**src/logic/elem_pkg.sv**
```systemverilog
// pulse element types
package elem_pkg;

	localparam int TAB_ADDR_W = 8;
	localparam int TAB_DEPTH = 256;
	localparam int SAMPLE_W = 16;  // one I or Q component
	localparam int ACC_W = 32;
	localparam int SHIFT_W = 5;

	// pipeline depths
	localparam int ROM_LAT = 1;
	localparam int MOD_LAT = 3;
	localparam int ADC_DELAY = 6;  // loopback compensation
	localparam int MIX_LAT = 3;  // last product input to result strobe
	localparam int DRAIN_LEN = ROM_LAT + MOD_LAT;
	localparam int DRAIN_W = $clog2(DRAIN_LEN + 1);

	typedef struct packed {
		logic signed [SAMPLE_W-1:0] i;
		logic signed [SAMPLE_W-1:0] q;
	} iq_t;

	typedef struct packed {
		logic [TAB_ADDR_W-1:0] env_start;
		logic [TAB_ADDR_W-1:0] env_len;
		logic signed [SAMPLE_W-1:0] amp;  // Q1.15
		logic [TAB_ADDR_W-1:0] car_start;
	} elem_cmd_t;

	typedef struct packed {
		logic en;
		logic sel;  // 0 envelope, 1 carrier
		logic [TAB_ADDR_W-1:0] addr;
		iq_t data;
	} tab_wr_t;

	typedef struct packed {
		logic signed [ACC_W-1:0] i;
		logic signed [ACC_W-1:0] q;
	} acc_t;

endpackage

```
**src/logic/am_modulator.sv**
```systemverilog
`timescale 1ns/10ps
// envelope times carrier modulator
module am_modulator
	import elem_pkg::*;
(
	input logic elem,
	input logic reset,
	input logic in_valid,
	input iq_t env,
	input iq_t car,
	input logic signed [SAMPLE_W-1:0] amp,
	output logic out_valid,
	output iq_t out_sample
);

	logic signed [2*SAMPLE_W-1:0] pp_ii, pp_qq, pp_iq, pp_qi;  // partial products
	logic signed [2*SAMPLE_W:0] sum_i, sum_q;
	logic signed [2*SAMPLE_W-1:0] scl_i, scl_q;
	iq_t prod;
	logic [MOD_LAT-1:0] valid_sr;

	// stage 1, four partial products
	always_ff @(posedge elem) begin
		pp_ii <= env.i * car.i;
		pp_qq <= env.q * car.q;
		pp_iq <= env.i * car.q;
		pp_qi <= env.q * car.i;
	end

	assign sum_i = pp_ii - pp_qq;
	assign sum_q = pp_iq + pp_qi;

	// stage 2, complex sum back to Q1.15
	always_ff @(posedge elem) begin
		prod.i <= sum_i[SAMPLE_W+14:15];
		prod.q <= sum_q[SAMPLE_W+14:15];
	end

	assign scl_i = prod.i * amp;
	assign scl_q = prod.q * amp;

	// stage 3, amplitude scaling
	always_ff @(posedge elem) begin
		out_sample.i <= scl_i[SAMPLE_W+14:15];
		out_sample.q <= scl_q[SAMPLE_W+14:15];
	end

	always_ff @(posedge elem) begin
		if (reset)
			valid_sr <= '0;
		else
			valid_sr <= {valid_sr[MOD_LAT-2:0], in_valid};
	end

	assign out_valid = valid_sr[MOD_LAT-1];

endmodule

```
**config.mk**
```make
export PLATFORM = sky130hd
export DESIGN_NAME = am_modulator
export DESIGN_NICKNAME = d
export VERILOG_FILES = /design/src/logic/elem_pkg.sv /design/src/logic/am_modulator.sv
export SDC_FILE = /design/constraint.sdc
export NUM_CORES = 2
export LEC_CHECK = 0
export BUFFER_PORTS_ARGS = -buffer_cell sky130_fd_sc_hd__buf_2
export CAP_MARGIN = 10
export CORE_UTILIZATION = 55
export DETAILED_ROUTE_END_ITERATION = 8
export GPL_TIMING_DRIVEN = 1
export PLACE_DENSITY = 0.71
export SYNTH_ARGS = -nofsm -noshare
export SYNTH_HDL_FRONTEND = slang
export SYNTH_SLANG_ARGS = --single-unit
```
**constraint.sdc**
```tcl
create_clock -name elem -period 7.67 [get_ports elem]
set_clock_uncertainty 0.15 [all_clocks]
set_input_delay 0.3835 -clock elem [delete_from_list [all_inputs] [get_ports elem]]
set_output_delay 0.3835 -clock elem [all_outputs]
set_load 0.05 [all_outputs]
```
After elaboration in Yosys (flattened, before gate mapping)
Index checks and enable logic that the tools add are counted.
Storage, ports and cells
  register bits: 191
  input bits: 83
  output and inout bits: 33
Operators by class
  $add $sub $neg: 2
  multipliers: 6
Operators by type and width (count)
  $mul A16 B16 Y31: 6
  $add A31 B31 Y31: 1
  $sub A31 B31 Y31: 1

Depth between registers and ports, before layout
  depth in word-level cells: 1
  gate-level depth with buffers: 25

Least setup slack after synthesis
Ideal clock, no wire load.
  path kind: input to register
  from: input port env[15] (netlist name)
  to: register pp_qi[30]
  path slack: 1358 ps
  library setup time: 72 ps
  data required time: 7448 ps
  buffers on the path: 2
  stages: 23
  data arrival time: 6090 ps
  cells stage by stage: clkbuf_1 > clkbuf_1 > nand2_1 > inv_1 > fa_1 > fa_1 > fa_1 > fa_1 > fa_1 > inv_1 > fa_1 > inv_1 > ha_1 > a21o_1 > a21o_1 > a21o_1 > a21o_1 > a21oi_1 > o21ai_0 > a2111oi_4 > o31ai_1 > a21oi_2 > xnor2_1
Between the ends
  word-level cells in the longest chain between the ends: 1
Ends and longest elaborated chain
  from (decl): RTL line am_modulator.sv:9  | input iq_t env,
  $mul A16 B16 Y31: RTL line am_modulator.sv:27  | pp_qi <= env.q * car.i;
  to (signal assigned): RTL line am_modulator.sv:27
  to (decl): RTL line am_modulator.sv:16  | logic signed [2*SAMPLE_W-1:0] pp_ii, pp_qq, pp_iq, pp_qi;
No other way between the ends.
A chain may end at the register's enable or synchronous reset.

Worst setup path in the final report
  from: register prod[7] (netlist name)
  to: register out_sample[15] (netlist name)
Between the ends
  word-level cells in the longest chain between the ends: 1
Ends and longest elaborated chain
  from (decl): RTL line am_modulator.sv:19  | iq_t prod;
  $mul A16 B16 Y31: RTL line am_modulator.sv:40  | assign scl_q = prod.q * amp;
  named net scl_q[30]: RTL line am_modulator.sv:18  | logic signed [2*SAMPLE_W-1:0] scl_i, scl_q;
  to (decl): RTL line am_modulator.sv:13  | output iq_t out_sample
The timed path passes the listed nets, and every way through them passes these cells.

==> flow_summary.yaml <==
outcome:
  status: "completed"
grt:
  grt_pass1_vias: 49234
  overflow: 0
  gr-usage-all-layers_pct: 28.3
  grt_pass1_wl_mm: 256
  antenna_found_initial: 21
  grt_max_degree: 34
sta:
  finalSetupViolCount: 0
  slew_viol_final: 0
  fmax_mhz: 145
  period_needed_ns: 6.89
  tns_ns: 0
  worst_pin_slew_ns: 0.916
  rsz0062_at_grt: "false"
  period_share_pct: 89.8
  maxSlewHeadroom_pct: 38.9
  hold_violations: 0
die:
  core_um2: 113000
  dieHeight_um: 339
  die_x_um: 339
  core.rowCount: 123
  io_pins: 116
  dieArea_um2: 115000
  start_util_pct: 55.6
synth:
  synth_seq_area_share_pct: 6.10
  syn_area_um2: 62600
  ys_warn_count: 0
  ys_types: 85
  syn_avg_cell_area_um2: 9.31
  yosys_register_bits: 191
  syn_inst: 6732
  async_flop_share_pct: 0
  synth_edf_count: 0
  syn_nets: 8881
  ys.flop_type: "dfxtp_1"
clock_tree:
  clk_path_buf_depth: 2
  clk_latency_ns: 0.53
  clk_pin_slew_ns: 0.10
  cts_buffers: 17
  cts_root_buf: "clkbuf_16"
  cts_tree: "built"
  cts_sinks: 191
  h-tree-depth: 4
detailed_routing:
  post_drt_wl_per_cell_um: 18.6
  viasPerCell: 5.34
  first_pass_iters: 5
  via_count: 43806
  routed_wl_mm: 153
  drt_iter0_markers: 2918
  ant_nets: 0
  drc_errors: 0
critical_path:
  required_ns: 8.00
  startpoint_type: "register"
  worst-path-buf-inv: 3
  cpMaxStageDelayCell: "dfxtp_1"
  cp_cell_sequence: "nand2_1 -> fa_1 -> inv_1 -> fa_1 -> inv_1 -> fa_1 -> inv_1 -> fa_1 -> fa_1 -> fa_1 -> ha_1 -> a211oi_2 -> nand2_1 -> a32oi_1 -> nand3b_1 -> o41ai_4 -> o21ai_2 -> a311o_1 -> a31o_2 -> a21oi_2 -> xor2_1"
  path_common_cell: "fa_1"
  worst-path-max-fanout: 16
  crit_family: "adder cells"
  cp.arrival_ns: 7.22
  crit_path_max_incr_delay_ns: 0.85
  path_class: "reg -> reg"
  cp-end-kind: "register"
placed_design:
  dp_hpwl_mm: 126
  place_congestion: 0.924
  io_buffers: 115
flow_run:
  max_cap_viol_count: 0
layout:
  nets: 8836
  most-common-layout-cells: "1702 x inv_1, 1534 x fa_1, 796 x nand2_1"
  fill_cells: 9875
  final_common_cell: "inv_1"
  drive_gt1_share_pct: 4.42
  areaGrowthSynthToFinish_pct: 4.46
min_path:
  worstHoldPathType: "in -> reg"
## path summary, 6_finish.rpt
path / from / endpoint / slack [ns] / depth (start not counted)
worst max-delay path: prod[7]$_DFF_P_ / out_sample[15]$_DFF_P_ / 0.78 / 21
worst min-delay path: env[16] / pp_ii[0]$_DFF_P_ / 0.26 / 2
worst max register to register: prod[7]$_DFF_P_ / out_sample[15]$_DFF_P_ / 0.78 / 21
worst min register to register: valid_sr[1]$_SDFF_PP0_ / valid_sr[2]$_SDFF_PP0_ / 0.30 / 1
## sequential cells by signal, indices dropped and copies added, names as in the netlist
name,cells
pp_ii,31
pp_qq,31
valid_sr,3
out_sample,32
pp_iq,31
pp_qi,31
prod,32
## synthesized netlist by cell type (3+ instances only)
cell | count | area [um^2]
nor3_1 | 41 | 205
o41ai_4 | 3 | 82.6
o211a_1 | 4 | 40.0
or2_2 | 9 | 56.3
or3_1 | 11 | 68.8
a21oi_2 | 9 | 78.8
xor2_1 | 51 | 447
a211o_1 | 5 | 43.8
nor2b_1 | 15 | 93.8
nor2_1 | 171 | 642
o211ai_1 | 8 | 60.1
and2_1 | 714 | 4470
a21boi_0 | 3 | 22.5
a31oi_1 | 9 | 56.3
o21ai_1 | 6 | 30.0
o31ai_1 | 7 | 52.6
o21ai_2 | 3 | 26.3
nand4_1 | 14 | 87.6
nand2_1 | 796 | 2990
fa_1 | 1534 | 30700
clkbuf_1 | 275 | 1030
a21oi_1 | 114 | 571
nand2b_1 | 45 | 282
a21o_1 | 56 | 420
a31o_2 | 5 | 43.8
nand3_1 | 28 | 140
ha_1 | 532 | 6660
dfxtp_1 | 191 | 3820
xnor2_1 | 173 | 1520
o21a_1 | 39 | 293
o21bai_1 | 9 | 67.6
a211oi_1 | 14 | 105
inv_1 | 1702 | 6390
o21ai_0 | 64 | 320
and3_1 | 11 | 68.8
## worst reg2reg max path: cells and delay by family (launching register included)
| kind | cells | cell delay (ns) |
|---|---|---|
| AND/OR/NAND/NOR | 3 | 0.49 |
| adder cells (fa/ha/maj) | 7 | 3.32 |
| XOR/XNOR | 1 | 0.14 |
| buffers and inverters | 3 | 0.16 |
| flip-flops | 1 | 0.85 |
| AO/OA/AOI/OAI | 7 | 1.73 |
## repair_timing
| item | CTS | global route |
|---|---|---|
| endpoints found under the hold margin | 3 | 0 |
| gates resized for setup | 0 | 0 |
| setup buffers | 0 | 0 |
| hold buffers | 2 | 0 |
## kinds of logic after synthesis
logic type                 share of synthesized area [%]
DFF                                                 6.10
adders and majority gates                           59.7
AOI/OAI and AO/OA                                   4.49
and+or+nand+nor                                     14.8
xor gates and xnor gates                            3.13
buffers and inverters                               11.9
## layout make-up
class	count	area, um^2	area share (%)
Antenna cell	1	2.50	0.00382
Clock buffer	17	425	0.650
Clock inverter	15	178	0.272
Inverter	1702	6390	9.76
Multi-Input combinational cell	4562	51400	78.5
Sequential cell	191	3820	5.84
Tap cell	1500	1880	2.87
Timing Repair Buffer	213	1350	2.07
## metrics by stage
| stage | instances | instance area [um^2] | setup slack [ns] | utilization, % | hold WS [ns] |
|---|---|---|---|---|---|
| 6_report | 8201 | 65400 | 0.779 | 58.1 | 0.265 |
| 5_1_grt | 8201 | 65400 | 0.416 | 58.1 | 0.253 |
| 4_1_cts | 8200 | 65400 | 0.802 | 58.1 | 0.216 |
| 3_5_place_dp | 8166 | 64800 | 0.641 | 57.5 | 0.278 |
| 3_3_place_gp | 8166 | 64800 | 0.780 | 57.5 | 0.268 |
| 2_1_floorplan | 6732 | 62600 | 1.36 | - | 0.264 |
## per-layer routing
| layer | part of all wire [%] | track usage, % | routed length [um] | vias up |
|---|---|---|---|---|
| met5 | 0.080 | 0 | 122 | - |
| met4 | 3.4 | 9.66 | 5160 | 18 |
| li1 | - | - | - | 19441 |
| met2 | 48 | 47.9 | 74100 | 1382 |
| met3 | 7.3 | 4.73 | 11100 | 306 |
| met1 | 41 | 37.0 | 62300 | 22659 |
Power is left out: the tool's default activity adds up to more than one toggle a clock period on the data nets, which glitch-free logic cannot reach.
