**src/logic/elem_pkg.sv**
```systemverilog
// pulse element types
package elem_pkg;

	localparam int TAB_ADDR_W = 8;
	localparam int TAB_DEPTH = 256;
	localparam int SAMPLE_W = 16;  // one I or Q component
	localparam int ACC_W = 32;
	localparam int SHIFT_W = 5;

	// pipeline depths
	localparam int ROM_LAT = 1;
	localparam int MOD_LAT = 3;
	localparam int ADC_DELAY = 6;  // loopback compensation
	localparam int MIX_LAT = 3;  // last product input to result strobe
	localparam int DRAIN_LEN = ROM_LAT + MOD_LAT;
	localparam int DRAIN_W = $clog2(DRAIN_LEN + 1);

	typedef struct packed {
		logic signed [SAMPLE_W-1:0] i;
		logic signed [SAMPLE_W-1:0] q;
	} iq_t;

	typedef struct packed {
		logic [TAB_ADDR_W-1:0] env_start;
		logic [TAB_ADDR_W-1:0] env_len;
		logic signed [SAMPLE_W-1:0] amp;  // Q1.15
		logic [TAB_ADDR_W-1:0] car_start;
	} elem_cmd_t;

	typedef struct packed {
		logic en;
		logic sel;  // 0 envelope, 1 carrier
		logic [TAB_ADDR_W-1:0] addr;
		iq_t data;
	} tab_wr_t;

	typedef struct packed {
		logic signed [ACC_W-1:0] i;
		logic signed [ACC_W-1:0] q;
	} acc_t;

endpackage

```
**src/logic/delay_line.sv**
```systemverilog
`timescale 1ns/10ps
// fixed length delay line
module delay_line #(
	parameter type payload_t = logic,
	parameter int LEN = 1
) (
	input logic elem,
	input logic reset,
	input payload_t din,
	output payload_t dout
);

	payload_t stage [LEN];

	always_ff @(posedge elem) begin
		if (reset) begin
			for (int n = 0; n < LEN; n++)
				stage[n] <= '0;
		end else begin
			stage[0] <= din;
			for (int n = 1; n < LEN; n++)
				stage[n] <= stage[n-1];
		end
	end

	assign dout = stage[LEN-1];

	len_check: assert property (@(posedge elem) LEN >= 1)
		else $error("delay line needs at least one stage");

endmodule

```
**src/logic/mix_accumulator.sv**
```systemverilog
`timescale 1ns/10ps
// ADC mixer and window accumulator
module mix_accumulator
	import elem_pkg::*;
(
	input logic elem,
	input logic reset,
	input iq_t sample,
	input logic sample_valid,
	input iq_t adc,
	input logic [SHIFT_W-1:0] shift,
	output logic acc_stb,
	output acc_t acc
);

	iq_t adc_d;
	acc_t prod;
	acc_t acc_sum;
	logic prod_valid;
	logic prod_valid_d;
	logic window_end;

	delay_line #(
		.payload_t(iq_t),
		.LEN(ADC_DELAY)
	) adc_delay_i (
		.elem,
		.reset,
		.din(adc),
		.dout(adc_d)
	);

	// complex product wraps to 32 bits
	always_ff @(posedge elem) begin
		prod.i <= adc_d.i * sample.i - adc_d.q * sample.q;
		prod.q <= adc_d.i * sample.q + adc_d.q * sample.i;
		if (prod_valid) begin
			// first product of the window restarts the sum
			acc_sum.i <= (prod_valid_d ? acc_sum.i : '0) + prod.i;
			acc_sum.q <= (prod_valid_d ? acc_sum.q : '0) + prod.q;
		end
	end

	assign window_end = prod_valid_d && !prod_valid;  // falling edge of delayed valid

	always_ff @(posedge elem) begin
		if (reset) begin
			prod_valid <= 1'b0;
			prod_valid_d <= 1'b0;
			acc_stb <= 1'b0;
			acc <= '0;
		end else begin
			prod_valid <= sample_valid;
			prod_valid_d <= prod_valid;
			acc_stb <= window_end;
			if (window_end) begin
				acc.i <= acc_sum.i >>> shift;
				acc.q <= acc_sum.q >>> shift;
			end
		end
	end

	stb_outside_window: assert property (@(posedge elem) disable iff (reset)
		acc_stb |-> !prod_valid)
		else $error("accumulator strobe inside a product window");

	stb_latency: assert property (@(posedge elem) disable iff (reset)
		acc_stb |-> $past(sample_valid, MIX_LAT) && !$past(sample_valid, MIX_LAT - 1))
		else $error("accumulator strobe not aligned to end of sample window");

endmodule

```
**config.mk**
```make
export PLATFORM = sky130hd
export DESIGN_NAME = mix_accumulator
export DESIGN_NICKNAME = d
export VERILOG_FILES = /design/src/logic/elem_pkg.sv /design/src/logic/delay_line.sv /design/src/logic/mix_accumulator.sv
export SDC_FILE = /design/constraint.sdc
export NUM_CORES = 2
export LEC_CHECK = 0
export BUFFER_PORTS_ARGS = -buffer_cell sky130_fd_sc_hd__buf_2
export CORE_ASPECT_RATIO = 0.9
export CORE_MARGIN = 5
export CORE_UTILIZATION = 46
export DETAILED_ROUTE_END_ITERATION = 16
export PLACE_DENSITY_LB_ADDON = 0.05
export SKIP_LAST_GASP = 1
export SYNTH_ARGS = -nofsm -noshare
export SYNTH_HDL_FRONTEND = slang
export SYNTH_SLANG_ARGS = --single-unit
```
**constraint.sdc**
```tcl
create_clock -name elem -period 24.3 [get_ports elem]
set_input_delay 1.215 -clock elem [delete_from_list [all_inputs] [get_ports elem]]
set_output_delay 1.215 -clock elem [all_outputs]
set_load 0.01 [all_outputs]
```
After elaboration in Yosys (flattened, before gate mapping)
Memory sizes are Yosys's and may differ from the RTL's.
Cells that the tools add are included.

word-level totals
  memories = 1
  logic and storage cells = 39
  bits in writable memories = 192
  bits in registers = 195
  input bits = 72

memory list
  name               depth  bits a word  read ports  clocked after Yosys merged registers in  wr ports  line              RTL
  adc_delay_i.stage  6      32           6           0                                        6         delay_line.sv:13  payload_t stage [LEN];

operators by class
  shift operators = 2
  bitwise gates (word level) = 6
  reduce and logical (&&, ||, !) cells = 2
  $mul = 4
  multiplexer cells = 11
  $add $sub $neg = 4

operators with widths
  cell                                            number
  32-bit two-way mux                              8
  16-bit by 16-bit multiplier with 32-bit output  4
  32-bit adder                                    3
  32-bit by 5-bit >>> shifter with 32-bit output  2
  32-bit subtractor                               1
  1-bit OR                                        6
  1-bit two-way mux                               3
  1-bit logical AND                               1
  1-bit zero test                                 1

Logic depth before layout (Yosys ltp)
  word-level depth = 3
  gate-level depth with buffers = 28
  gate-level depth less buffers = 27

By module
Synthesis repeated with hierarchy kept, for this count alone.

second synthesis, totals
  cell total of the unflattened synthesis = 6035
  area total of the unflattened synthesis = 56842.0 um^2

by module, submodules not included
  module           cells an instance  area each (um^2)  sequential area each (um^2)  times used
  mix_accumulator  5598               51453.1           4544.4                       1
  delay_line       437                5388.9            3843.7                       1

Least setup slack after synthesis
Ideal clock, no wire load.

  path kind = input to register
  from = in sample[0] (netlist bit)
  to = reg prod[62] (netlist bit)
  cell stages on the path = 25
  arrival time = 8.373 ns
  path slack = 15.800 ns
  setup time = 0.126 ns
  path through = clkbuf_1 -> nand2_1 -> inv_1 -> fa_1 -> fa_1 -> fa_1 -> inv_1 -> fa_1 -> fa_1 -> fa_1 -> fa_1 -> inv_1 -> fa_1 -> inv_1 -> ha_1 -> buf_6 -> a2111oi_4 -> o21ai_1 -> nor3b_1 -> o41ai_2 -> a21oi_1 -> o31a_1 -> a311oi_2 -> a22oi_1 -> xor2_1

between the ends
  cells in the longest elaborated chain, start to end = 2

RTL lines
  element                                         line                   RTL
  from (decl)                                     mix_accumulator.sv:8   input iq_t sample,
  16-bit by 16-bit multiplier with 32-bit output  mix_accumulator.sv:35  prod.i <= adc_d.i * sample.i - adc_d.q * sample.q;
  32-bit subtractor                               mix_accumulator.sv:35
  to (decl)                                       mix_accumulator.sv:17  acc_t prod;

No other way between the ends.
A chain may end at the register's enable or synchronous reset.

Final worst setup path
Ends and elaborated chain as after synthesis.

==> results.sh <==
export IMPL_outcome="completed"
export IMPL_via_per_inst=5.06
export IMPL_internal_power_mw=1.71
export IMPL_post_synth_cell_area_avg_um2=9.44
export IMPL_power_density_nw_per_um2=47.7
export IMPL_cts_resized_gates=0
export IMPL_cts_max_level=2
export IMPL_max_clock_path_buffers=3
export IMPL_skew_ns=0.0320
export IMPL_grt_remaining_overflow=0
export IMPL_vdd_ir_drop_max_v=0.0000512
export IMPL_place_detailed_hpwl_um=113000
export IMPL_core_area_um2=123000
export IMPL_die_wd_um=381
export IMPL_reg2reg_depth=24
export IMPL_worst_endpoint_required_ns=24.80
export IMPL_placement_rows=122
export IMPL_clock_latency_ns=0.63
export IMPL_combPwrFrac_pct=46.6
export IMPL_layout_commonest_cell="sky130_fd_sc_hd__inv_1"
export IMPL_wire_length_of_the_first_global_routing_pass_um=243000
export IMPL_crit_top_cell="sky130_fd_sc_hd__fa_1"
export IMPL_syn_cell_area_um2=56900
export IMPL_unrepaired_setup_endpoints_after_global_routing="no"
export IMPL_initial_antenna_violation_count=10
export IMPL_cts_root_buffer="sky130_fd_sc_hd__clkbuf_16"
export IMPL_holdCritStartpoint="adc_delay_i.stage[4][26]"
export IMPL_timing_critical_path_from_type="primary input"
export IMPL_postSynth_asyncResetShare_pct=0
export IMPL_switching_share_pct=40.9
export IMPL_layout_area_overhead_vs_synth_pct=6.41
export IMPL_post_cts_hold_buffer_count=0
export IMPL_final_layout_size_suffix_gt1_share_pct=5.85
export IMPL_path_clk_slew_ns=0.06
export IMPL_drt_drc_violations_left=0
export IMPL_setup_tns_final_ns=0
export IMPL_reg2reg_to="prod[62]"
export IMPL_timing_worst_slew_pin_value_ns=1.10
export IMPL_grt_usage_pct=23.8
export IMPL_synthFlopType="sky130_fd_sc_hd__dfxtp_1"
export IMPL_timing_critical_path_fanout_max=32
export IMPL_layout_cells_most_common_list="sky130_fd_sc_hd__inv_1, sky130_fd_sc_hd__fa_1, sky130_fd_sc_hd__nand2_1"
export IMPL_antenna_left=0
export IMPL_timing_critical_path_slowest_stage_cell="sky130_fd_sc_hd__inv_1"
export IMPL_finalNetCount=7567
export IMPL_fmax_mhz=111
export IMPL_timing_critical_path_cells="buf_2 -> nand2_1 -> inv_1 -> fa_1 -> fa_1 -> fa_1 -> inv_1 -> fa_1 -> fa_1 -> fa_1 -> fa_1 -> inv_1 -> fa_1 -> inv_1 -> ha_1 -> a2111oi_4 -> o21ai_1 -> nor3b_1 -> o41ai_2 -> a21oi_1 -> o31a_1 -> a311oi_2 -> a22oi_1 -> xor2_1"
export IMPL_placed_cells=7539
export IMPL_setup_violations_final=0
export IMPL_hold_end="adc_delay_i.stage[5][26]"
export IMPL_placement_io_buffers=136
export IMPL_postSynthCellCount=6025
export IMPL_dr_first_iter_drc_count=2144
export IMPL_detailed_route_wire_length_um=150000
export IMPL_drt_first_pass_iters=5
export IMPL_number_of_cells_on_the_worst_hold_path=1
export IMPL_dieHeight_um=344
export IMPL_final_period_minus_worst_setup_slack_ns=9.05
export IMPL_grt_pass1_vias=41600
export IMPL_worstSetupEndpointType="register"
export IMPL_synth_fp_nets=7617
export IMPL_finalMaxSlewViolations=0
export IMPL_reg2reg_slack_ns=15.87
export IMPL_hold_path_class="reg -> reg"
export IMPL_critical_path_max_stage_delay_ns=0.70
export IMPL_postCtsSetupBuffers=0
export IMPL_pwr_share_clk_pct=24.9
export IMPL_ys_warnings_count=0
export IMPL_layout_worst_path_cycle_share_pct=37.2
export IMPL_switchingPower_mw=1.18
export IMPL_ys_types=71
export IMPL_edff_count_synth=64
export IMPL_non_filler_instance_count_after_layout=7628
export IMPL_seq_area_frac_synth_pct=14.7
export IMPL_largest_net_degree_at_the_start_of_global_routing=126
export IMPL_ys_seq_elements=387
export IMPL_design_die_area_um2=131000
export IMPL_slew_limit_headroom_pct=26.7
export IMPL_worstSetupPathDepth=24
export IMPL_cp_data_arrival_time_ns=9.55
export IMPL_seq_power_share_pct=28.5
export IMPL_vias=38600
export IMPL_wl_per_instance_um=19.6
export IMPL_place_gp_congestion=0.837
export IMPL_cts_sinks=387
export IMPL_worst_path_buf_inv=5
export IMPL_cts_buffers=46
export IMPL_critical_path_top_delay_family="adder cells"
export IMPL_power_leakage_nw=29.6
export IMPL_tritoncts="built"
export IMPL_initial_core_util_pct=46.3
export IMPL_setup_worst_path_class="in -> reg"
export IMPL_pin_count=137
export IMPL_final_hold_viol_count=0
export IMPL_worst_r2r_startpoint="adc_delay_i.stage[5][15]"
export IMPL_maxCapViolations=0
[worst max-delay path by stage]
stage              start       end  slack [ns]
2_1_floorplan  sample[0]  prod[62]       15.80
3_3_place_gp   sample[0]  prod[62]       14.80
3_5_place_dp   sample[0]  prod[62]       14.66
4_1_cts        sample[0]  prod[62]       15.31
5_1_grt        sample[0]  prod[62]       14.77
6_report       sample[0]  prod[62]       15.25
[routing by layer]
layer  vias up  wire length (um)  GRT usage, %  part of all wire (%)
met2       731             71700          40.4                    48
met1     19800             68500          33.5                    46
met4         2              3030          4.58                   2.0
met5         -                12             0                0.0080
met3       135              6610          2.83                   4.4
li1      17900                 -             -                     -
[registers in the layout, indices dropped and copies added, names as in the netlist]
name               flops
acc                   64
acc_stb                1
acc_sum               64
adc_delay_i.stage    192
prod                  64
prod_valid             1
prod_valid_d           1
[through the flow]
stage / total power [mW] / setup WS, ns / hold slack (ns) / util [%] / cell area (um2)
4_1_cts: 2.91 / 15.31 / 0.410 / 49.2 / 60500
3_5_place_dp: 2.18 / 14.66 / 0.420 / 48.0 / 58900
6_report: 2.89 / 15.25 / 0.416 / 49.3 / 60500
2_1_floorplan: 1.75 / 15.80 / 0.414 / - / 56900
5_1_grt: 3.11 / 14.77 / 0.430 / 49.2 / 60500
3_3_place_gp: 2.17 / 14.80 / 0.416 / 48.0 / 58900
[Yosys cell counts (5+ instances only)]
cell / n / area (um2)
sky130_fd_sc_hd__a211oi_1: 53 / 398
sky130_fd_sc_hd__a21o_1: 47 / 353
sky130_fd_sc_hd__a21oi_1: 127 / 636
sky130_fd_sc_hd__a221oi_1: 5 / 43.8
sky130_fd_sc_hd__a311oi_1: 5 / 43.8
sky130_fd_sc_hd__a31oi_1: 17 / 106
sky130_fd_sc_hd__and2_1: 527 / 3300
sky130_fd_sc_hd__and3_1: 19 / 119
sky130_fd_sc_hd__buf_1: 10 / 37.5
sky130_fd_sc_hd__buf_2: 11 / 55.1
sky130_fd_sc_hd__clkbuf_1: 273 / 1020
sky130_fd_sc_hd__dfxtp_1: 323 / 6470
sky130_fd_sc_hd__edfxtp_1: 64 / 1920
sky130_fd_sc_hd__fa_1: 1151 / 23000
sky130_fd_sc_hd__ha_1: 369 / 4620
sky130_fd_sc_hd__inv_1: 1304 / 4890
sky130_fd_sc_hd__mux2_2: 25 / 282
sky130_fd_sc_hd__mux2i_1: 60 / 601
sky130_fd_sc_hd__mux4_2: 26 / 586
sky130_fd_sc_hd__nand2_1: 664 / 2490
sky130_fd_sc_hd__nand2b_1: 36 / 225
sky130_fd_sc_hd__nand3_1: 22 / 110
sky130_fd_sc_hd__nand4_1: 6 / 37.5
sky130_fd_sc_hd__nor2_1: 216 / 811
sky130_fd_sc_hd__nor2b_1: 221 / 1380
sky130_fd_sc_hd__nor3_1: 36 / 180
sky130_fd_sc_hd__o2111ai_1: 5 / 43.8
sky130_fd_sc_hd__o211ai_1: 18 / 135
sky130_fd_sc_hd__o21a_1: 29 / 218
sky130_fd_sc_hd__o21ai_0: 88 / 440
sky130_fd_sc_hd__o21bai_1: 14 / 105
sky130_fd_sc_hd__o22ai_1: 20 / 125
sky130_fd_sc_hd__o311a_1: 5 / 50.1
sky130_fd_sc_hd__o31ai_1: 6 / 45.0
sky130_fd_sc_hd__or2_2: 7 / 43.8
sky130_fd_sc_hd__or3_1: 5 / 31.3
sky130_fd_sc_hd__xnor2_1: 113 / 990
sky130_fd_sc_hd__xor2_1: 34 / 298
[cell type report]
| class | count | area (um2) |
|---|---|---|
| fillers | 11800 | 62400 |
| clock inverters | 20 | 226 |
| multi-input cells | 4038 | 42500 |
| well taps | 1612 | 2020 |
| repair buffers | 197 | 1150 |
| flip-flops and latches | 387 | 8390 |
| inverters | 1305 | 4900 |
| diodes | 4 | 10.0 |
| clock buffers | 65 | 1360 |
[logic make-up after synthesis]
group,count (synthesis),share of synthesized area (%)
and+or+nand+nor,1769,15.5
buffers and inverters,1600,10.6
adders and majority gates,1520,48.6
AOI/OAI and AO/OA,491,5.68
DFF,387,14.7
xor gates and xnor gates,147,2.26
muxes,111,2.58
[power groups by stage]
stage	logic, mW	clock network (mW)	registers, mW
finish	1.35	0.718	0.822
global route	1.52	0.765	0.831
CTS	1.35	0.741	0.829
detailed placement	1.34	0	0.842
global placement	1.33	0	0.842
floorplan	0.959	0	0.790
No activity file was read; power rests on OpenSTA's default activity.
