**config.mk**
```make
export PLATFORM = sky130hd
export DESIGN_NAME = env_addr_timer
export DESIGN_NICKNAME = d
export VERILOG_FILES = /design/src/logic/elem_pkg.sv /design/src/logic/env_addr_timer.sv
export SDC_FILE = /design/constraint.sdc
export NUM_CORES = 1
export LEC_CHECK = 0
export BUFFER_PORTS_ARGS = -buffer_cell sky130_fd_sc_hd__buf_2
export CAP_MARGIN = 10
export CORE_ASPECT_RATIO = 1.75
export CORE_MARGIN = 2
export CORE_UTILIZATION = 30
export CTS_CLUSTER_SIZE = 24
export DETAILED_ROUTE_END_ITERATION = 6
export GPL_TIMING_DRIVEN = 0
export PLACE_DENSITY = 0.58
export SLEW_MARGIN = 30
export SYNTH_ARGS = -nofsm -noshare
export SYNTH_HDL_FRONTEND = slang
export SYNTH_SLANG_ARGS = --single-unit
```
**constraint.sdc**
```tcl
create_clock -name elem -period 2.96 [get_ports elem]
set_input_delay 0.148 -clock elem [delete_from_list [all_inputs] [get_ports elem]]
set_output_delay 0.148 -clock elem [all_outputs]
set_load 0.05 [all_outputs]
```
**src/logic/elem_pkg.sv**
```systemverilog
// pulse element types
package elem_pkg;

	localparam int TAB_ADDR_W = 8;
	localparam int TAB_DEPTH = 256;
	localparam int SAMPLE_W = 16;  // one I or Q component
	localparam int ACC_W = 32;
	localparam int SHIFT_W = 5;

	// pipeline depths
	localparam int ROM_LAT = 1;
	localparam int MOD_LAT = 3;
	localparam int ADC_DELAY = 6;  // loopback compensation
	localparam int MIX_LAT = 3;  // last product input to result strobe
	localparam int DRAIN_LEN = ROM_LAT + MOD_LAT;
	localparam int DRAIN_W = $clog2(DRAIN_LEN + 1);

	typedef struct packed {
		logic signed [SAMPLE_W-1:0] i;
		logic signed [SAMPLE_W-1:0] q;
	} iq_t;

	typedef struct packed {
		logic [TAB_ADDR_W-1:0] env_start;
		logic [TAB_ADDR_W-1:0] env_len;
		logic signed [SAMPLE_W-1:0] amp;  // Q1.15
		logic [TAB_ADDR_W-1:0] car_start;
	} elem_cmd_t;

	typedef struct packed {
		logic en;
		logic sel;  // 0 envelope, 1 carrier
		logic [TAB_ADDR_W-1:0] addr;
		iq_t data;
	} tab_wr_t;

	typedef struct packed {
		logic signed [ACC_W-1:0] i;
		logic signed [ACC_W-1:0] q;
	} acc_t;

endpackage

```
**src/logic/env_addr_timer.sv**
```systemverilog
`timescale 1ns/10ps
// envelope and carrier address timer
module env_addr_timer
	import elem_pkg::*;
(
	input logic elem,
	input logic reset,
	input logic load,
	input logic run,
	input logic [TAB_ADDR_W-1:0] env_start,
	input logic [TAB_ADDR_W-1:0] car_start,
	input logic [TAB_ADDR_W-1:0] env_len,
	output logic [TAB_ADDR_W-1:0] env_addr,
	output logic [TAB_ADDR_W-1:0] car_addr,
	output logic last
);

	logic [TAB_ADDR_W-1:0] remain;  // samples still to present, current one included

	always_ff @(posedge elem) begin
		if (reset) begin
			env_addr <= '0;
			car_addr <= '0;
			remain <= '0;
		end else if (load) begin
			env_addr <= env_start;
			car_addr <= car_start;
			remain <= env_len;
		end else if (run) begin
			env_addr <= env_addr + 1'b1;  // wraps at table end
			car_addr <= car_addr + 1'b1;
			remain <= remain - 1'b1;
		end
	end

	assign last = run && (remain == TAB_ADDR_W'(1));

	// controller must drop run once the final sample went out
	remain_underflow: assert property (@(posedge elem) disable iff (reset)
		run |-> remain != '0)
		else $error("address timer running with no samples left");

endmodule

```
== After elaboration in Yosys (flattened, before gate mapping) ==
Index checks and enable logic that the tools add are counted.
Widths: inputs -> output; s select.

* $add $sub $neg: 3
* Magnitude comparators: 0
* Multiply operators: 0
* Shift operators: 0
* Bitwise logic cells: 0
* Eq/ne operators: 1
* Reduce and logical (&&, ||, !) cells: 2
* Div/mod/pow operators: 0
* Muxes and demuxes: 6

{| class="wikitable"
|+ Operator list
! cell !! number
|-
| $mux 8 || 6
|-
| $add 8x1->8 const B || 2
|-
| $eq 8x1->1 const B || 1
|-
| $sub 8x1->8 const B || 1
|-
| $reduce_bool 2->1 || 1
|-
| $logic_and 1x1->1 || 1
|}

* Bits in read-only memories: 0
* Bits in registers: 24
* Logic and storage cells: 15
* Bits in latches: 0
* Input port bits: 28
* Output and inout bits: 17
* RAM bits: 0
* Memories kept: 0

== Longest topological paths before layout ==
Gate-level depths: netlist of run 1.

* Depth after elaboration: 3
* Gate-level depth with buffers: 5
* Depth with buffers taken out: 5

== Worst setup path before layout of run 1 ==
Ideal clock, no wire load.

* Path type: reg-to-output
* Start point: register remain[2]
* End point: output last
* Stages on the path, launching flop included: 3
* Required time: 2,812 ps
* Path buffers: 0
* Arrival: 2,393 ps
* Slack: 419 ps
* Cell sequence: dfxtp_1 or4_4 nor4_1

* Word-level cells in the longest chain between the ends: 2

{| class="wikitable"
|+ RTL lines
! what !! line !! RTL
|-
| from (decl) || env_addr_timer.sv:18 || <nowiki>logic [TAB_ADDR_W-1:0] remain;</nowiki>
|-
| from (signal assigned) || env_addr_timer.sv:28 || <nowiki>remain <= env_len;</nowiki>
|-
| from (signal assigned) || env_addr_timer.sv:32 || <nowiki>remain <= remain - 1'b1;</nowiki>
|-
| $eq 8x1->1 || env_addr_timer.sv:36 || <nowiki>assign last = run && (remain == TAB_ADDR_W'(1));</nowiki>
|-
| $logic_and 1x1->1 || env_addr_timer.sv:36 ||
|-
| to (decl) || env_addr_timer.sv:15 || <nowiki>output logic last</nowiki>
|}

No other way between the ends.

== Worst setup path in the final report of run 1 ==
Ends and elaborated chain as after synthesis.

==> impl_results.md, run 1 <==
* Worst VDD drop at approximately 0.26 mV
* YS warnings at 0
* Die Ht at roughly 91 um
* Min-delay src: env_len[0]
* # DRC at 0
* Post-CTS Repair Setup Buffers at 0
* Leak Pwr at 0.000653 uW
* Reg-to-reg endpoint: remain[5]$_SDFFE_PP0P_
* Core area at approximately 4200 um^2
* Cell variety after synth at 28
* RR Startpoint: remain[0]$_SDFFE_PP0P_
* Ys async rst share at 0
* Maximum clock rate at 509 MHz
* PortBufs at 42
* Crit end category: output pin
* WL/cell at around 14 um
* Max H-tree Level at 1
* Multi-input gate area at just under 800 um^2
* Row count at 31
* Clock tree buffer depth at 2
* Antenna diodes at 0
* Area growth syn-to-layout at 25.0%
* Vias in the first global route at 1292
* Crit path from: remain[2]$_SDFFE_PP0P_
* Post-Synth XOR/XNOR Area at 0.0738
* Die width at ~54 um
* Final setup fails at 0
* CTS root buffer: clkbuf_8
* Post-Synth Simple-Gate Area at 0.250
* WL final at ~3500 um
* Worst-path maximum fanout at 5
* Antenna violations before repair at 0
* Nets at 235
* CTS sink count at 24
* Hold crit path type: primary input to flop
* Crit path largest cell delay at slightly below 0.6 ns
* Cts hold-fix bufs at 0
* Filler Cell Count at between 400 and 500
* GPL Wtd Cong at 0.769
* Critical path endpoint: last
* GRT overflow at 0
* Post-cts sizing count at 0
* Syn Area/Cell at between 8 and 9 um^2
* Mux contribution to synthesized area at 0.0173
* Crit share post-route at 0.664
* IO Count at 45
* DRT Pass-1 Iters at 4
* Cells along the critical path: or4_4 > nor4_1 > buf_2
* RSZ-0062 raised after global routing: false
* Post-route ant nets at 0
* Post-Syn Nets at 188
* Pin count of the biggest net entering global routing at 14
* Max capacitance violation total at 0
* Clk_lat worst skew at approximately 0.27 ns
* Worst path required time at roughly 2.8 ns
* Main flop type after synthesis: dfxtp_1
* Final Hold Violating Endpoints at 0
* EDFF count, synth at 0
* CTS tree: done
* PwrDens at slightly below 500 nW/um^2
* Violation count after the first detailed-route iteration at 22
* Clock Skew at roughly 0.0019 ns
* Worst R2R Path Depth at 3
* Max_slew headroom at 0.627
* Post-Syn Instances at about 160
* Final core utilization at 0.393
* Adder-Cell Fraction of Synth Area at 0.0384
* Crit path DAT at between 1.5 and 2 ns
* Compound-Gate Fraction of Synth Area at 0.211
* Total CTS buffers at 3
* First-pass GRT wire length at approximately 5800 um
* Layout cell share with drive strength beyond 1 at 0.252
* Part of the Yosys area used for sequential elements at 0.368
* GRT Total Usage at 0.158
* Dpl hpwl at 2770 um
* Initial core utilization at 0.314
* DR vias/cell at about 5.3
* Flop2flop setup slack at approximately 1.3 ns
* Die ar. at 4910 um^2
* Slew Viols, Final at 0
* Crit path launch type: flop
* Post-layout min period at 1.97 ns
* Largest family of logic cells by synthesized area: simple AND/OR/NAND/NOR gates
* Synth Cell Area at about 1300 um^2
* Worst Tran Pin Value at around 0.56 ns
* Status: finished clean
* Crit path max-delay cell type: or4_4
* CTS clk-pin slew, worst paths at roughly 0.090 ns
* FF+latch count, synth at 24
* Vias at between 1000 and 1500
* Worst hold stages at 3
* Post-Route Setup TNS at 0 ns
* FF/Latch Area at ~480 um^2
* CP Class: flop to output pin
-- registers in the layout (all words and copies together), names as in the netlist --
register and count:
car_addr 8, env_addr 8, remain 8
-- cells by family after synthesis --
kind of cell             Yosys count
adder cells (fa/ha/maj)            4
XOR/XNOR                          11
multiplexers                       2
buffers and inverters             14
AND/OR/NAND/NOR                   60
AO/OA/AOI/OAI                     41
flip-flops                        24
-- worst min path at each step --
stage                               endpoint
CTS                   remain[0]$_SDFFE_PP0P_
floorplan           car_addr[0]$_SDFFE_PP0P_
global placement      remain[0]$_SDFFE_PP0P_
detailed placement    remain[0]$_SDFFE_PP0P_
global route          remain[0]$_SDFFE_PP0P_
finish                remain[0]$_SDFFE_PP0P_
-- critical path, delay by kind of cell (launching register included) --
| kind | cells | cell delay, ns |
|---|---|---|
| simple gates | 2 | 0.87 |
| flops | 1 | 0.36 |
| buf+inv | 1 | 0.32 |
-- cells in the final DEF (no fill, tap or decap) --
| master | netlist | layout |
|---|---|---|
| ha_1 | 4 | 4 |
| a311oi_1 | 4 | 4 |
| o21ai_0 | 4 | 4 |
| or4_4 | 1 | 1 |
| mux2_2 | 2 | 2 |
| or3_1 | 5 | 5 |
| or4_1 | 6 | 6 |
| nand3_1 | 6 | 6 |
| clkbuf_8 | 0 | 4 |
| nor3b_1 | 5 | 5 |
| buf_2 | 1 | 43 |
| nand2_1 | 16 | 16 |
| or3b_1 | 1 | 1 |
| nor2_1 | 12 | 12 |
| dfxtp_1 | 24 | 24 |
| nor4_1 | 1 | 1 |
| nand4_1 | 6 | 6 |
| a21oi_1 | 10 | 10 |
| buf_1 | 1 | 1 |
| o211ai_1 | 9 | 9 |
| or4b_4 | 1 | 1 |
| inv_1 | 3 | 3 |
| clkbuf_1 | 8 | 8 |
| a211oi_1 | 8 | 8 |
| xor2_1 | 11 | 11 |
| o31ai_1 | 2 | 2 |
| clkinv_1 | 1 | 1 |
| a31oi_1 | 2 | 2 |
| o21bai_1 | 2 | 2 |
-- Yosys cell counts (all sizes together), types with 3 or more instances --
cell type	instances	area (um^2)
dfxtp	24	480
nand2	16	60.1
nor2	12	45.0
xor2	11	96.3
a21oi	10	50.1
o211ai	9	67.6
a211oi	8	60.1
clkbuf	8	30.0
or4	7	56.3
nand3	6	30.0
nand4	6	37.5
nor3b	5	37.5
or3	5	31.3
a311oi	4	35.0
ha	4	50.1
o21ai	4	20.0
inv	3	11.3
-- per-layer routing --
metal  share of wire  track usage  vias up  routed length [um]
li1                -            -      677                   -
met3           0.041       0.0148        4                 147
met2            0.55        0.280       31                1960
met5               0            0        -                   0
met1            0.40        0.186      610                1400
met4           0.011       0.0513        0                  38
-- metrics by stage --
stage	worst slack, ns	std cells	hold WS (ns)	power [uW]	instance area, um^2
6_report	0.994	251	0.117	787	1630
5_1_grt	0.920	251	0.122	830	1630
4_1_cts	1.02	251	0.115	795	1630
3_5_place_dp	1.26	247	0.404	569	1580
3_3_place_gp	1.22	247	0.401	567	1580
2_1_floorplan	0.419	156	0.293	510	1310
-- cell type report --
cell class | count | share of cell area
timing repair buffer | 42 | 0.129
multi-input combinational | 118 | 0.472
buffer | 10 | 0.0238
inverter | 4 | 0.00920
clock buffer | 4 | 0.0337
sequential | 24 | 0.294
tap | 49 | 0.0376
-- power breakdown --
part	internal [uW]	switching, uW	total, uW
registers	347	30.5	378
clock network	119	107	226
logic	64.0	119	183
(Power assumes the default switching activity.)
==> run 2, diff against run 1 <==
- PLACE_DENSITY: 0.58 -> 0.6
- clock period: 2.96 -> 1.8 ns (I/O delays scaled with it)
==> run 2 against run 1 <==
Compared with the run above: combinational power increased by 66%; sequential power grew 65%; highest routed layer unchanged; global-route usage is 0.45 points higher; largest cell class unchanged; worst setup slack got worse by 0.93 ns; critical path type unchanged; critical path depth unchanged; first-iteration DRC count fell by 36%; power increased by 66%; sequential share of layout area decreased by 0.38 points; routed wire length increased by 1.9%; register-to-register slack got worse by 1.2 ns; core utilization grew 0.51 points.
==> impl_results.md, run 2 (synthesis gave the netlist of run 1 again) <==
* PwrDens at ~800 nW/um^2
* IO Count at 45
* CTS root buffer: clkbuf_8
* Clk_lat worst skew at ~0.27 ns
* Multi-input gate area at roughly 800 um^2
* GRT Total Usage at 0.162
* Final Hold Violating Endpoints at 0
* PortBufs at 42
* Leak Pwr at roughly 0.00065 uW
* Clock Skew at around 0.0065 ns
* Clock tree buffer depth at 2
* Worst path required time at 1.71 ns
* Crit path DAT at 1.64 ns
* Initial core utilization at 0.314
* DRT Pass-1 Iters at 4
* Filler Cell Count at ~460
* First-pass GRT wire length at a little under 6000 um
* Antenna violations before repair at 0
* FF/Latch Area at a little under 500 um^2
* Layout cell share with drive strength beyond 1 at 0.257
* Largest registers: car_addr x8, env_addr x8, remain x8
* Die ar. at slightly below 5000 um^2
* Hold WS at approximately 0.054 ns
* Sequential share of power at 0.476
* WL final at around 3600 um
* Die Ht at 91.3 um
* Vias at ~1300
* Antenna diodes at 0
* Crit end category: output pin
* Final non-filler cell total at about 250
* Max_slew headroom at 0.652
* Status: finished clean
* Dpl hpwl at between 2000 and 3000 um
* Worst-path maximum fanout at 5
* Max H-tree Level at 1
* WL/cell at 14.4 um
* Worst VDD drop at 0.541 mV
* Area growth syn-to-layout at 26.7%
* Crit path max-delay cell type: or4_4
* Most common cell after layout, fill and taps aside: buf_2
* Net Sw Frac at 0.333
* Worst Tran Pin Value at between 0.5 and 0.6 ns
* CTS tree: done
* Nets at ~240
* Pin count of the biggest net entering global routing at 14
* Hold crit path type: primary input to flop
* Cells along the critical path: or4_4 > nor4_4 > buf_6
* GPL Wtd Cong at ~0.80
* Slew Viols, Final at 0
* Int Pwr at 874 uW
* # DRC at 0
* Post-route ant nets at 0
* Total power at 1310 uW
* Most frequent cells in the layout: 42 x buf_2, 24 x dfxtp_1, 16 x nand2_1
* Vias in the first global route at about 1200
* Post-CTS Repair Setup Buffers at 0
* Crit path largest cell delay at between 0.5 and 0.6 ns
* Crit path launch type: flop
* Max capacitance violation total at 0
* CP Class: flop to output pin
* Maximum clock rate at a little under 600 MHz
* Inst Count DP at between 200 and 250
* Total CTS buffers at 3
* CTS sink count at 24
* Switching pwr at around 440 uW
* Post-Route Setup TNS at 0 ns
* Final worst setup slack at between 0.06 and 0.07 ns
* Violation count after the first detailed-route iteration at 14
* DR vias/cell at ~5.4
* WP buf/inv at 1
* Row count at 31
* Crit share post-route at 0.962
* CTS clk-pin slew, worst paths at ~0.09 ns
* Clk network pwr share at 0.292
* Post-layout min period at approximately 1.7 ns
* GRT overflow at 0
* Die width at approximately 54 um
* RSZ-0062 raised after global routing: false
* Setup WS pre-CTS at 0.138 ns
* Cts hold-fix bufs at 0
* Final setup fails at 0
* Logic pwr share at 0.232
* Core area at 4150 um^2
* Crit path max-delay family: simple AND/OR/NAND/NOR gates
[run 2: cell counts in the layout (fill, tap and decap cells not counted)]
No cell type changed its count.
[run 2: per-layer routing]
metal  routed length, um  up-vias  share of wire  GRT usage
li1                    -      675              -          -
met4                  61        0          0.017     0.0662
met5                   0        -              0          0
met1                1510      631           0.42      0.202
met2                1880       35           0.52      0.272
met3                 166        5          0.046     0.0148
[run 2: final cells by class]
| class | instances | area share |
|---|---|---|
| Buffer | 10 | 0.0235 |
| Inverter | 4 | 0.00908 |
| Multi-Input combinational cell | 118 | 0.475 |
| Clock buffer | 4 | 0.0333 |
| Timing Repair Buffer | 42 | 0.131 |
| Sequential cell | 24 | 0.291 |
| Tap cell | 49 | 0.0371 |
[run 2: path summary, 6_finish.rpt]
| path | slack, ns | end | cells past startpoint | start |
|---|---|---|---|---|
| setup reg to reg | 0.11 | remain[5]$_SDFFE_PP0P_ | 3 | remain[0]$_SDFFE_PP0P_ |
| hold / removal | 0.05 | car_addr[0]$_SDFFE_PP0P_ | 3 | car_start[0] |
| setup / recovery | 0.07 | last | 3 | remain[2]$_SDFFE_PP0P_ |
| hold reg to reg | 0.52 | remain[5]$_SDFFE_PP0P_ | 2 | remain[5]$_SDFFE_PP0P_ |
[run 2: power by group through the flow]
| stage | Clock (uW) | Sequential (uW) | Combinational, uW |
|---|---|---|---|
| floorplan | 0 | 711 | 134 |
| global placement | 0 | 636 | 302 |
| detailed placement | 0 | 636 | 305 |
| CTS | 394 | 624 | 307 |
| global route | 401 | 633 | 334 |
| finish | 383 | 623 | 304 |
[run 2: what timing repair did]
| item | 4_1_cts | 5_1_grt |
|---|---|---|
| endpoints found under the setup margin | 1 | 1 |
| pin swaps | 0 | 0 |
| cloned | 0 | 0 |
| gates resized for setup | 1 | 1 |
[run 2: worst min-delay path, stage by stage]
cell and delay, ns:
buf_2 0.09, nand2_1 0.05, a21oi_1 0.05
[run 2: stage by stage]
stage / utilization / cell area, um^2
after detailed placement: 0.383 / 1590
after global routing: 0.398 / 1650
after floorplan: - / 1320
final: 0.398 / 1650
after CTS: 0.397 / 1650
after global placement: 0.383 / 1590
==> run 3, diff against run 2 <==
- BUFFER_PORTS_ARGS: -buffer_cell sky130_fd_sc_hd__buf_2 -> unset
- CAP_MARGIN: 10 -> unset
- DONT_BUFFER_PORTS: unset -> 1
- PLACE_DENSITY: 0.6 -> 0.51
==> run 3 against run 2 <==
Compared with the run above: the run now ends with negative hold slack, negative setup slack left; sequential cell count unchanged; highest routed layer unchanged; sequential share of layout area up 2.1 points; critical path type unchanged; power decreased by 4.6%; register-to-register slack worse by 0.05 ns.
==> impl_results.md, run 3 (synthesis gave the netlist of run 1 again) <==
* WP buf/inv at 0
* RR Startpoint: remain[5]$_SDFFE_PP0P_
* Nets at 209
* CP Class: flop to output pin
* Antenna violations before repair at 0
* Final worst setup slack at -0.0171 ns
* Layout cell share with drive strength beyond 1 at 0.149
* Crit path DAT at 1.73 ns
* Worst hold stages at 2
* Final Hold Violating Endpoints at 2
* RSZ-0062 raised after global routing: true
* First-pass GRT wire length at between 6000 and 7000 um
* Die ar. at around 5000 um^2
* WL final at 3830 um
* Max_slew headroom at 0.503
* Leak Pwr at between 0.0005 and 0.0006 uW
* Setup WS pre-CTS at -0.0265 ns
* Final setup fails at 1
* Max H-tree Level at 1
* Pin count of the biggest net entering global routing at 13
* Clock tree buffer depth at 2
* Worst Tran Pin Value at ~0.74 ns
* Crit end category: output pin
* Largest registers: car_addr x8, env_addr x8, remain x8
* Hold WS at -0.00873 ns
* Violation count after the first detailed-route iteration at 15
* Post-route ant nets at 0
* Crit share post-route at 1.01
* DRT Pass-1 Iters at 4
* Total power at around 1200 uW
* Maximum clock rate at approximately 550 MHz
* Final non-filler cell total at 224
* Worst path required time at between 1.5 and 2 ns
* DR vias/cell at 5.66
* Crit path max-delay cell type: nor4_4
* PwrDens at 781 nW/um^2
* GPL Wtd Cong at between 0.7 and 0.8
* IO Count at 45
* Inst Count DP at between 200 and 250
* Dpl hpwl at 2820 um
* Post-layout min period at around 1.8 ns
* Area growth syn-to-layout at 22.6%
* Crit path launch type: flop
* Worst VDD drop at about 0.55 mV
* Row count at 31
* Most frequent cells in the layout: 16 x nand2_1, 13 x dlygate4sd3_1, 12 x nor2_1, 12 x dfxtp_2
* Crit path from: remain[5]$_SDFFE_PP0P_
* Initial core utilization at 0.314
* Vias at approximately 1300
* Cells along the critical path: or4_4 > nor4_4
* Failing checks: negative hold slack, negative setup slack
* Slew Viols, Final at 0
* Vias in the first global route at around 1400
* CTS sink count at 24
* CTS root buffer: clkbuf_8
* Crit path max-delay family: simple AND/OR/NAND/NOR gates
* Worst R2R Path Depth at 4
* Crit path largest cell delay at roughly 0.57 ns
* Max capacitance violation total at 0
* Clock Skew at ~0.0055 ns
* Total CTS buffers at 3
* Clk_lat worst skew at about 0.26 ns
* Hold crit path type: primary input to flop
* CTS tree: done
* Most common cell after layout, fill and taps aside: nand2_1
* Worst-path maximum fanout at 2
* Antenna diodes at 0
* Core area at between 4000 and 5000 um^2
* Min-delay src: car_start[2]
* Die width at between 50 and 60 um
* Die Ht at around 91 um
* CTS clk-pin slew, worst paths at about 0.090 ns
* # DRC at 0
* WL/cell at approximately 17 um
* Status: complete, but fails checks
* GRT overflow at 0
* Final core utilization at 0.386
* Cell depth of the worst setup path at 2
* GRT Total Usage at 0.174
* PortBufs at 0
run 3: what timing repair did:
item                       in CTS  in global routing
gates resized for setup         8                  7
hold buffers                   12                  1
buffers inserted                3                  0
pin swaps                       2                  0
setup endpoints to repair       4                  6
gates cloned                    0                  0
hold endpoints to repair       12                  1
run 3: stage by stage:
stage | area, um^2 | hold slack (ns) | setup TNS (ns)
global route | 1600 | 0.0208 | -0.0719
detailed placement | 1380 | 0.242 | -0.0314
finish | 1600 | -0.00873 | -0.0171
CTS | 1580 | 0.00211 | -0.0285
global placement | 1380 | 0.239 | 0
floorplan | 1320 | 0.235 | 0
run 3: worst paths after layout:
| path | slack, ns | to |
|---|---|---|
| max | -0.02 | last |
| min reg2reg | 0.56 | remain[4]$_SDFFE_PP0P_ |
| min | -0.009 | car_addr[2]$_SDFFE_PP0P_ |
| max reg2reg | 0.06 | remain[6]$_SDFFE_PP0P_ |
run 3: final cells by class:
class,instances,area [um^2]
timing repair buffer,16,153
clock buffer,3,41.3
multi-input combinational,118,792
fill,415,2550
tap,49,61.3
inverter,4,15.0
sequential,24,499
buffer,10,38.8
run 3: power breakdown:
part	internal [uW]	switching [uW]
Combinational	99.1	108
Clock	150	176
Sequential	575	141
run 3: per-layer routing:
metal | track usage | vias up | share of wire
li1 | - | 623 | -
met3 | 0.0378 | 4 | 0.058
met1 | 0.207 | 605 | 0.40
met4 | 0.0791 | 0 | 0.0099
met2 | 0.285 | 36 | 0.53
met5 | 0 | - | 0
